--- src/source/game_pkg.sv ---
`default_nettype none

package game_pkg;

    ////////////////////////////////////////
    // basic widths
    ////////////////////////////////////////

    typedef logic [10:0] coord_t;
    typedef logic [11:0] rgb_t;
    typedef logic [3:0]  level_t;
    typedef logic [7:0]  time_t;

    // timing bundle, syncs are active low
    typedef struct packed {
        coord_t hcount;
        coord_t vcount;
        logic   hsync;
        logic   vsync;
        logic   hblnk;
        logic   vblnk;
    } vga_sig_t;

    // what one pipeline stage hands to the next
    typedef struct packed {
        vga_sig_t vga;
        rgb_t     rgb;
    } pix_t;

    typedef struct packed {
        logic up;
        logic down;
        logic left;
        logic right;
    } btn_t;

    typedef enum logic [1:0] {
        PLAY,
        GOAL,
        TIMEOUT
    } game_state_t;

    ////////////////////////////////////////
    // colors and sizes
    ////////////////////////////////////////

    localparam rgb_t BG_COLOR     = 12'h3_3_3;
    localparam rgb_t BORDER_COLOR = 12'hf_f_f;
    localparam rgb_t GOAL_COLOR   = 12'hf_0_0;
    localparam rgb_t HERO_COLOR   = 12'h0_1_c;

    localparam coord_t HERO_SIZE = 11'd8;
    localparam coord_t GOAL_SIZE = 11'd8;
    localparam coord_t HERO_STEP = 11'd4;

    // idle values, syncs inactive and picture black
    localparam vga_sig_t VGA_IDLE = '{hcount: '0, vcount: '0, hsync: 1'b1,
                                      vsync: 1'b1, hblnk: 1'b0, vblnk: 1'b0};
    localparam pix_t PIX_IDLE = '{vga: VGA_IDLE, rgb: '0};

endpackage

`default_nettype wire
--- src/source/game_top.sv ---
`timescale 1ns/10ps
`default_nettype none

module game_top #(
    parameter int H_ACTIVE        = 1024,
    parameter int H_FRONT         = 24,
    parameter int H_SYNC          = 136,
    parameter int H_BACK          = 160,
    parameter int V_ACTIVE        = 768,
    parameter int V_FRONT         = 3,
    parameter int V_SYNC          = 6,
    parameter int V_BACK          = 29,
    parameter int FRAMES_PER_TICK = 60,
    parameter int LEVEL_TIME      = 60
) (
    input  logic             clk,
    input  logic             rst_n,
    input  game_pkg::btn_t   btn,
    output logic             hs,
    output logic             vs,
    output game_pkg::rgb_t   rgb,
    output game_pkg::level_t level,
    output game_pkg::time_t  time_left
);
    import game_pkg::*;

    vga_sig_t timing_sig;
    pix_t     bg_pix;
    pix_t     goal_pix;
    pix_t     hero_pix;
    coord_t   hero_x;
    coord_t   hero_y;
    coord_t   goal_x;
    coord_t   goal_y;
    logic     frame_start;
    logic     restart;

    ////////////////////////////////////////
    // pixel pipeline, three stages
    ////////////////////////////////////////

    vga_timing #(
        .H_ACTIVE(H_ACTIVE), .H_FRONT(H_FRONT), .H_SYNC(H_SYNC), .H_BACK(H_BACK),
        .V_ACTIVE(V_ACTIVE), .V_FRONT(V_FRONT), .V_SYNC(V_SYNC), .V_BACK(V_BACK)
    ) vga_timing_i (
        .clk(clk), .rst_n(rst_n), .vga(timing_sig), .frame_start(frame_start)
    );

    draw_background #(.H_ACTIVE(H_ACTIVE), .V_ACTIVE(V_ACTIVE)) draw_background_i (
        .clk(clk), .rst_n(rst_n), .vga_in(timing_sig), .pix_out(bg_pix)
    );

    draw_rect #(.COLOR(GOAL_COLOR)) goal_rect (
        .clk(clk), .rst_n(rst_n), .pix_in(bg_pix), .x(goal_x), .y(goal_y), .pix_out(goal_pix)
    );

    draw_rect #(.COLOR(HERO_COLOR)) hero_rect (
        .clk(clk), .rst_n(rst_n), .pix_in(goal_pix), .x(hero_x), .y(hero_y), .pix_out(hero_pix)
    );

    // control side
    hero_motion #(.H_ACTIVE(H_ACTIVE), .V_ACTIVE(V_ACTIVE)) hero_motion_i (
        .clk(clk), .rst_n(rst_n), .frame_start(frame_start), .restart(restart),
        .btn(btn), .hero_x(hero_x), .hero_y(hero_y)
    );

    game_ctl #(
        .H_ACTIVE(H_ACTIVE), .V_ACTIVE(V_ACTIVE),
        .FRAMES_PER_TICK(FRAMES_PER_TICK), .LEVEL_TIME(LEVEL_TIME)
    ) game_ctl_i (
        .clk(clk), .rst_n(rst_n), .frame_start(frame_start),
        .hero_x(hero_x), .hero_y(hero_y), .goal_x(goal_x), .goal_y(goal_y),
        .restart(restart), .level(level), .time_left(time_left)
    );

    assign hs  = hero_pix.vga.hsync;
    assign vs  = hero_pix.vga.vsync;
    assign rgb = hero_pix.rgb;

endmodule

`default_nettype wire

--- src/source/game_ctl.sv ---
`timescale 1ns/10ps
`default_nettype none

module game_ctl #(
    parameter int H_ACTIVE        = 1024,
    parameter int V_ACTIVE        = 768,
    parameter int FRAMES_PER_TICK = 60,
    parameter int LEVEL_TIME      = 60
) (
    input  logic             clk,
    input  logic             rst_n,
    input  logic             frame_start,
    input  game_pkg::coord_t hero_x,
    input  game_pkg::coord_t hero_y,
    output game_pkg::coord_t goal_x,
    output game_pkg::coord_t goal_y,
    output logic             restart,
    output game_pkg::level_t level,
    output game_pkg::time_t  time_left
);
    import game_pkg::*;

    localparam int     FCNT_W     = (FRAMES_PER_TICK > 1) ? $clog2(FRAMES_PER_TICK) : 1;
    localparam coord_t GOAL_X     = coord_t'(H_ACTIVE - GOAL_SIZE);
    localparam coord_t GOAL_Y_LOW = coord_t'(V_ACTIVE - GOAL_SIZE);
    localparam time_t  TIME_INIT  = time_t'(LEVEL_TIME);

    game_state_t       state;
    logic [FCNT_W-1:0] frame_cnt;
    logic              tick;
    logic              overlap;

    // goal sits top right on even levels and bottom right on odd ones
    assign goal_x = GOAL_X;
    assign goal_y = level[0] ? GOAL_Y_LOW : '0;

    assign tick = frame_start && (frame_cnt == FCNT_W'(FRAMES_PER_TICK - 1));

    assign overlap = (hero_x < goal_x + GOAL_SIZE) && (goal_x < hero_x + HERO_SIZE) &&
                     (hero_y < goal_y + GOAL_SIZE) && (goal_y < hero_y + HERO_SIZE);

    // hero goes back to start while not playing
    assign restart = (state != PLAY);

    ////////////////////////////////////////
    // game FSM with level and countdown
    ////////////////////////////////////////

    always_ff @(posedge clk) begin
        if (!rst_n) begin
            state     <= PLAY;
            level     <= '0;
            time_left <= TIME_INIT;
            frame_cnt <= '0;
        end else begin
            case (state)
                PLAY: begin
                    if (overlap) begin
                        state <= GOAL;
                    end else if (tick) begin
                        if (time_left == '0) begin
                            state <= TIMEOUT;
                        end else begin
                            time_left <= time_left - time_t'(1);
                        end
                    end
                    if (frame_start) begin
                        frame_cnt <= tick ? '0 : frame_cnt + FCNT_W'(1);
                    end
                end
                GOAL: begin
                    state     <= PLAY;
                    level     <= level + level_t'(1);
                    time_left <= TIME_INIT;
                    frame_cnt <= '0;
                end
                TIMEOUT: begin
                    // same level again with a fresh timer
                    state     <= PLAY;
                    time_left <= TIME_INIT;
                    frame_cnt <= '0;
                end
                default: state <= PLAY;
            endcase
        end
    end

    time_left_max: assert property (@(posedge clk) disable iff (!rst_n)
        time_left <= TIME_INIT);

endmodule

`default_nettype wire

--- src/source/hero_motion.sv ---
`timescale 1ns/10ps
`default_nettype none

module hero_motion #(
    parameter int H_ACTIVE = 1024,
    parameter int V_ACTIVE = 768
) (
    input  logic             clk,
    input  logic             rst_n,
    input  logic             frame_start,
    input  logic             restart,
    input  game_pkg::btn_t   btn,
    output game_pkg::coord_t hero_x,
    output game_pkg::coord_t hero_y
);
    import game_pkg::*;

    localparam coord_t X_MAX   = coord_t'(H_ACTIVE - HERO_SIZE);
    localparam coord_t Y_MAX   = coord_t'(V_ACTIVE - HERO_SIZE);
    localparam coord_t Y_START = coord_t'((V_ACTIVE - HERO_SIZE) / 2);

    ////////////////////////////////////////
    // one step along one axis, clamped
    ////////////////////////////////////////

    function automatic coord_t step_axis(input coord_t pos, input logic inc,
                                         input logic dec, input coord_t lim);
        coord_t res;
        res = pos;
        // both directions together cancel out
        if (inc && !dec) begin
            if (pos + HERO_STEP > lim) begin
                res = lim;
            end else begin
                res = pos + HERO_STEP;
            end
        end else if (dec && !inc) begin
            if (pos < HERO_STEP) begin
                res = '0;
            end else begin
                res = pos - HERO_STEP;
            end
        end
        return res;
    endfunction

    always_ff @(posedge clk) begin
        if (!rst_n || restart) begin
            hero_x <= '0;
            hero_y <= Y_START;
        end else if (frame_start) begin
            hero_x <= step_axis(hero_x, btn.right, btn.left, X_MAX);
            hero_y <= step_axis(hero_y, btn.down, btn.up, Y_MAX);
        end
    end

    hero_in_bounds: assert property (@(posedge clk) disable iff (!rst_n)
        (hero_x <= X_MAX) && (hero_y <= Y_MAX));

endmodule

`default_nettype wire

--- src/source/draw_rect.sv ---
`timescale 1ns/10ps
`default_nettype none

module draw_rect #(
    parameter game_pkg::rgb_t COLOR = 12'hf_f_f
) (
    input  logic             clk,
    input  logic             rst_n,
    input  game_pkg::pix_t   pix_in,
    input  game_pkg::coord_t x,
    input  game_pkg::coord_t y,
    output game_pkg::pix_t   pix_out
);
    import game_pkg::*;

    logic in_x;
    logic in_y;
    logic blank;
    rgb_t rgb_nxt;

    // square with top left corner at x,y
    assign in_x  = (pix_in.vga.hcount >= x) && (pix_in.vga.hcount < x + HERO_SIZE);
    assign in_y  = (pix_in.vga.vcount >= y) && (pix_in.vga.vcount < y + HERO_SIZE);
    assign blank = pix_in.vga.hblnk || pix_in.vga.vblnk;

    always_comb begin
        if (in_x && in_y && !blank) begin
            rgb_nxt = COLOR;
        end else begin
            rgb_nxt = pix_in.rgb;
        end
    end

    always_ff @(posedge clk) begin
        if (!rst_n) begin
            pix_out <= PIX_IDLE;
        end else begin
            pix_out.vga <= pix_in.vga;
            pix_out.rgb <= rgb_nxt;
        end
    end

endmodule

`default_nettype wire

--- src/source/draw_background.sv ---
`timescale 1ns/10ps
`default_nettype none

module draw_background #(
    parameter int H_ACTIVE = 1024,
    parameter int V_ACTIVE = 768
) (
    input  logic               clk,
    input  logic               rst_n,
    input  game_pkg::vga_sig_t vga_in,
    output game_pkg::pix_t     pix_out
);
    import game_pkg::*;

    logic border;
    rgb_t rgb_nxt;

    // outermost row and column of the active area
    assign border = (vga_in.hcount == '0) || (vga_in.hcount == coord_t'(H_ACTIVE - 1)) ||
                    (vga_in.vcount == '0) || (vga_in.vcount == coord_t'(V_ACTIVE - 1));

    always_comb begin
        if (vga_in.hblnk || vga_in.vblnk) begin
            rgb_nxt = '0;
        end else if (border) begin
            rgb_nxt = BORDER_COLOR;
        end else begin
            rgb_nxt = BG_COLOR;
        end
    end

    always_ff @(posedge clk) begin
        if (!rst_n) begin
            pix_out <= PIX_IDLE;
        end else begin
            pix_out.vga <= vga_in;
            pix_out.rgb <= rgb_nxt;
        end
    end

endmodule

`default_nettype wire

--- src/source/vga_timing.sv ---
`timescale 1ns/10ps
`default_nettype none

module vga_timing #(
    parameter int H_ACTIVE = 1024,
    parameter int H_FRONT  = 24,
    parameter int H_SYNC   = 136,
    parameter int H_BACK   = 160,
    parameter int V_ACTIVE = 768,
    parameter int V_FRONT  = 3,
    parameter int V_SYNC   = 6,
    parameter int V_BACK   = 29
) (
    input  logic               clk,
    input  logic               rst_n,
    output game_pkg::vga_sig_t vga,
    output logic               frame_start
);
    import game_pkg::*;

    localparam int H_TOTAL = H_ACTIVE + H_FRONT + H_SYNC + H_BACK;
    localparam int V_TOTAL = V_ACTIVE + V_FRONT + V_SYNC + V_BACK;

    localparam coord_t H_SYNC_START = coord_t'(H_ACTIVE + H_FRONT);
    localparam coord_t H_SYNC_END   = coord_t'(H_ACTIVE + H_FRONT + H_SYNC);
    localparam coord_t V_SYNC_START = coord_t'(V_ACTIVE + V_FRONT);
    localparam coord_t V_SYNC_END   = coord_t'(V_ACTIVE + V_FRONT + V_SYNC);

    coord_t h_next;
    coord_t v_next;

    // next counter values, the decode below works on these so that
    // syncs and blanking stay aligned with the counters
    always_comb begin
        h_next = vga.hcount + coord_t'(1);
        v_next = vga.vcount;
        if (vga.hcount == coord_t'(H_TOTAL - 1)) begin
            h_next = '0;
            if (vga.vcount == coord_t'(V_TOTAL - 1)) begin
                v_next = '0;
            end else begin
                v_next = vga.vcount + coord_t'(1);
            end
        end
    end

    always_ff @(posedge clk) begin
        if (!rst_n) begin
            vga <= VGA_IDLE;
        end else begin
            vga.hcount <= h_next;
            vga.vcount <= v_next;
            vga.hsync  <= !((h_next >= H_SYNC_START) && (h_next < H_SYNC_END));
            vga.vsync  <= !((v_next >= V_SYNC_START) && (v_next < V_SYNC_END));
            vga.hblnk  <= (h_next >= coord_t'(H_ACTIVE));
            vga.vblnk  <= (v_next >= coord_t'(V_ACTIVE));
        end
    end

    // top left pixel of the frame
    assign frame_start = (vga.hcount == '0) && (vga.vcount == '0);

    hcount_in_range: assert property (@(posedge clk) disable iff (!rst_n)
        vga.hcount < coord_t'(H_TOTAL));

endmodule

`default_nettype wire

--- config.mk ---
export PLATFORM = sky130hd
export DESIGN_NAME = game_top
export DESIGN_NICKNAME = d
export VERILOG_FILES = /design/src/source/game_pkg.sv /design/src/source/game_top.sv /design/src/source/game_ctl.sv /design/src/source/hero_motion.sv /design/src/source/draw_rect.sv /design/src/source/draw_background.sv /design/src/source/vga_timing.sv
export SDC_FILE = /design/constraint.sdc
export NUM_CORES = 1
export LEC_CHECK = 0
export BUFFER_PORTS_ARGS = -buffer_cell sky130_fd_sc_hd__buf_2
export CORE_UTILIZATION = 62
export CTS_CLUSTER_SIZE = 24
export DETAILED_ROUTE_END_ITERATION = 8
export PLACE_DENSITY = 0.8
export REMOVE_ABC_BUFFERS = 1
export SYNTH_ARGS = -nofsm -noshare
export SYNTH_HDL_FRONTEND = slang
export SYNTH_SLANG_ARGS = --single-unit
--- constraint.sdc ---
create_clock -name clk -period 3.05 [get_ports clk]
set_clock_uncertainty 0.15 [all_clocks]
set_input_delay 0.915 -clock clk [delete_from_list [all_inputs] [get_ports clk]]
set_output_delay 0.915 -clock clk [all_outputs]
set_load 0.02 [all_outputs]
==> flow_results.org <==
** Status
- The run finished with clean final reports.

** STA
- The final hold violation count was 0.
- Number of max-slew violations in the final report :: 0
- For the pin with the worst max-slew slack, the measured transition is 0.714 ns.
- The worst pin sits at a relative slew slack of 0.524.
- Worst path setup slack after routing :: 0.190 ns
- Achievable frequency :: 350 MHz
- Setup violations remaining at the end of the flow were counted as 0.
- Dividing the final minimum period by the clock period gives 0.938.
- Shortest clock period the worst path allows after layout :: 2.86 ns

** Power
- In this run the power density over the cells is ~530 mW/mm^2.
- Summing internal, switching and leakage power gives 4290 uW.
- For this design the static power due to leakage is ~0.0034 uW.
- Across the VDD grid, the largest voltage drop is approximately 0.0005 V.

** Drt
- Total Routed Length :: 17300 um
- In the routed design, unresolved DRC markers number 0.
- Detail-routed net length per standard cell :: about 17 um
- Pre-antenna DRT Iters :: 5
- Number of nets with antenna violations after detailed routing :: 0
- After detailed routing, the number of vias per cell comes to 6.08.
- Total via count in the routed design :: ~6300
- Number of violations reported at the end of detailed-routing iteration 0 :: around 500

** Worst setup path
- Crit path kind :: flip-flop to flip-flop
- Measured in cells, the most critical reg-to-reg path has a length of 11.
- The slowest stage of the critical path is the sky130_fd_sc_hd__dfxtp_2 cell.
- Worst-path maximum fanout :: 10
- By instance count, the cell type seen most on the critical path is sky130_fd_sc_hd__and3_1.
- Cell-by-cell listing of the critical path :: and3_1 -> nand4_1 -> nor2_1 -> xnor2_1 -> ha_1 -> nor4_1 -> o221ai_1 -> a21oi_1 -> o311a_1 -> o2111ai_2 -> and3_1
- Reg-to-reg setup timing slack :: between 0.15 and 0.2 ns
- Worst R2R Start :: hero_motion_i.hero_y[7]
- For this run, the slowest stage of the critical path takes approximately 0.43 ns.
- Worst r2r dst :: hero_rect.pix_out[9]
- End of the critical path :: hero_rect.pix_out[9]
- Startpoint Class :: flip-flop
- Launch point of the worst path :: hero_motion_i.hero_y[7]
- Data arrival at the endpoint of the critical path :: just over 3 ns
- The worst setup path is captured at a flip-flop.
- Data on the critical path is required at its endpoint by 3.21 ns.

** Clock network
- TritonCTS clock tree :: done
- In this run the number of H-tree levels came out at 4.
- TritonCTS buffer count :: 17
- The later pin in the worst-skew pair is clocked with a latency of around 0.42 ns.
- The longest clock path from root to sink contains 2 buffers.
- The clock drives approximately 120 sinks.
- Clock transition at path regs :: approximately 0.06 ns
- Root Buffer Master :: sky130_fd_sc_hd__clkbuf_16

** Placed design
- Post-detailed-placement half-perimeter wirelength :: 12300 um
- Final estimated routing congestion in global placement :: between 0.9 and 1
- In this run the tool buffered the top-level ports with 31 buffer cells.
- Worst setup timing slack at the placement stage :: 0.0163 ns

** GRT
- The first global-routing pass estimated ~28000 um of wire.
- The initial antenna violation count came to 0.
- Global-route total usage across every layer :: 0.300
- Total gr overflow :: 0
- Vias in the first global route :: 6026
- Entering global routing, the biggest net connects 33 pins.

** Floorplan
- From bottom edge to top edge, the die measures 109 um.
- Chip Width :: 109 um
- # IOs :: 32
- Core region area :: about 0.011 mm^2
- The initialized floorplan defines 38 standard-cell rows.
- Area of the die :: around 0.012 mm^2
- The initial utilization of the core area, before any placement, comes to 0.648.

** Yosys
- Combinational family with the most area after synthesis :: simple AND/OR/NAND/NOR gates
- The cell count after synthesis came out at 855.
- Dividing the synthesized area by the synthesized cell count gives roughly 8.4 um^2.
- After synthesis the cells add up to approximately 0.0072 mm^2.
- During synthesis, Yosys emitted a total of 0 warnings.
- Synthesis instantiated 72 different standard cells from the library.
- Post-synthesis share of cell area spent on and, or, nand and nor gates :: 0.242
- Number of register bits inferred by synthesis :: ~120
- The compound-gate portion of the synthesized area came to 0.172.
- In this run, synthesis inferred 0 flip-flops with an integrated enable.
- Share of the synthesized netlist area taken by xor and xnor gates :: 0.0514
- Mux cell area share after synthesis :: 0.00577
- Of all flip-flops after synthesis, the portion carrying an async set or reset was 0.
- Of the total synthesized cell area, the portion taken by full adders, half adders and majority gates is 0.133.
- For this run, the leading register cell type out of synthesis is sky130_fd_sc_hd__dfxtp_1.
- For this run, the register share of the synthesized area comes to 0.339.

** Cells and area
- For this run, the post-layout net count is between 900 and 1000.
- # fillers :: approximately 860
- Area used by multi-input combinational logic :: 0.00433 mm^2
- The number of antenna diodes in the final layout is 0.
- In the layout the commonest cells are sky130_fd_sc_hd__dfxtp_1 (115), sky130_fd_sc_hd__nor2_1 (92), sky130_fd_sc_hd__ha_1 (75).
- Most frequent standard cell in the layout excluding fill and tap cells :: sky130_fd_sc_hd__dfxtp_1
- Summing all flip-flop and latch instances after layout gives approximately 0.0024 mm^2.
- In the final layout, the share of cells above drive strength 1 is 0.132.
- Relative to the synthesized area, the layout overhead comes to 12.8%.

** Worst hold path
- Hold crit path type :: flip-flop to flip-flop

** Flow run
- Max-cap violations in this run came to 0.
## critical path: cells and delay by family, from the launching register on
kind	cells	cell delay, ns
simple gates	5	1.10
xor+xnor	1	0.09
flops	1	0.43
compound gates	4	0.79
fa+ha+maj	1	0.20
## Yosys cell counts (all sizes together) (6+ instances only)
| cell | instances | share of area |
|---|---|---|
| dfxtp | 121 | 0.34 |
| nor2 | 92 | 0.048 |
| ha | 75 | 0.13 |
| nand2 | 60 | 0.033 |
| a21oi | 54 | 0.038 |
| inv | 50 | 0.026 |
| o21ai | 46 | 0.032 |
| and2 | 45 | 0.039 |
| clkbuf | 30 | 0.016 |
| xnor2 | 28 | 0.034 |
| nand3 | 26 | 0.018 |
| nand4 | 23 | 0.020 |
| buf | 17 | 0.015 |
| nor3 | 17 | 0.012 |
| and3 | 14 | 0.012 |
| xor2 | 14 | 0.017 |
| nand2b | 10 | 0.0087 |
| o211ai | 10 | 0.010 |
| nor4b | 8 | 0.015 |
| o21a | 7 | 0.0073 |
| a211o | 6 | 0.0073 |
| a21o | 6 | 0.0063 |
| nor4 | 6 | 0.0052 |
| or3 | 6 | 0.0059 |
## where the power goes
part / total [uW] / internal (uW) / switching (uW)
clock: 1980 / 1180 / 797
sequential: 1670 / 1620 / 52.6
combinational: 634 / 255 / 379
total: 4290 / 3060 / 1230
## final cells by class
type,instances,share of cell area
clock buffer,19,0.0561
clock inverter,13,0.0163
inverter,50,0.0233
multi-input combinational,637,0.536
sequential,121,0.301
tap,140,0.0217
timing repair buffer,59,0.0453
## flip-flops by register name, summed over array words and instances, names as in the netlist
register                   flops
hero_motion_i.hero_y           9
game_ctl_i.state               2
game_ctl_i.time_left           8
goal_rect.pix_out             25
game_ctl_i.level               4
vga_timing_i.vga              25
draw_background_i.pix_out     25
hero_motion_i.hero_x           9
game_ctl_i.frame_cnt           6
hero_rect.pix_out              8
## how the worst min path moves through the flow
| stage | cells past startpoint | startpoint | endpoint |
|---|---|---|---|
| 5_1_grt | 1 | draw_background_i.pix_out[15] | goal_rect.pix_out[15] |
| 2_1_floorplan | 1 | vga_timing_i.vga[2] | draw_background_i.pix_out[14] |
| 3_5_place_dp | 1 | draw_background_i.pix_out[15] | goal_rect.pix_out[15] |
| 3_3_place_gp | 1 | draw_background_i.pix_out[15] | goal_rect.pix_out[15] |
| 6_report | 1 | draw_background_i.pix_out[15] | goal_rect.pix_out[15] |
| 4_1_cts | 1 | draw_background_i.pix_out[15] | goal_rect.pix_out[15] |
## per-layer routing
layer | track usage | routed length (um) | up-vias
met2 | 0.507 | 8430 | 248
met1 | 0.358 | 7450 | 2947
met5 | 0 | 0 | -
li1 | - | - | 3078
met3 | 0.0676 | 954 | 41
met4 | 0.148 | 486 | 0
## logic make-up after synthesis
family / count (synthesis)
compound gates: 188
buf+inv: 97
mux: 4
flops: 121
fa+ha+maj: 76
xor+xnor: 42
simple gates: 327
## what timing repair did
item / 4_1_cts / 5_1_grt
endpoints found under the setup margin: 0 / 11
resized for setup: 0 / 8
setup buffers: 0 / 0
hold buffers: 0 / 0
## metrics by stage
step / instance area [um^2] / setup TNS, ns / std cells / utilization / hold WS [ns]
6_report: 8070 / 0 / 1039 / 0.732 / 0.252
5_1_grt: 8070 / -0.000875 / 1039 / 0.732 / 0.270
4_1_cts: 8050 / 0 / 1039 / 0.730 / 0.254
3_5_place_dp: 7470 / 0 / 1007 / 0.677 / 0.241
3_3_place_gp: 7470 / 0 / 1007 / 0.677 / 0.238
2_1_floorplan: 6930 / 0 / 808 / - / 0.236
Power figures use the tool's default switching activity.
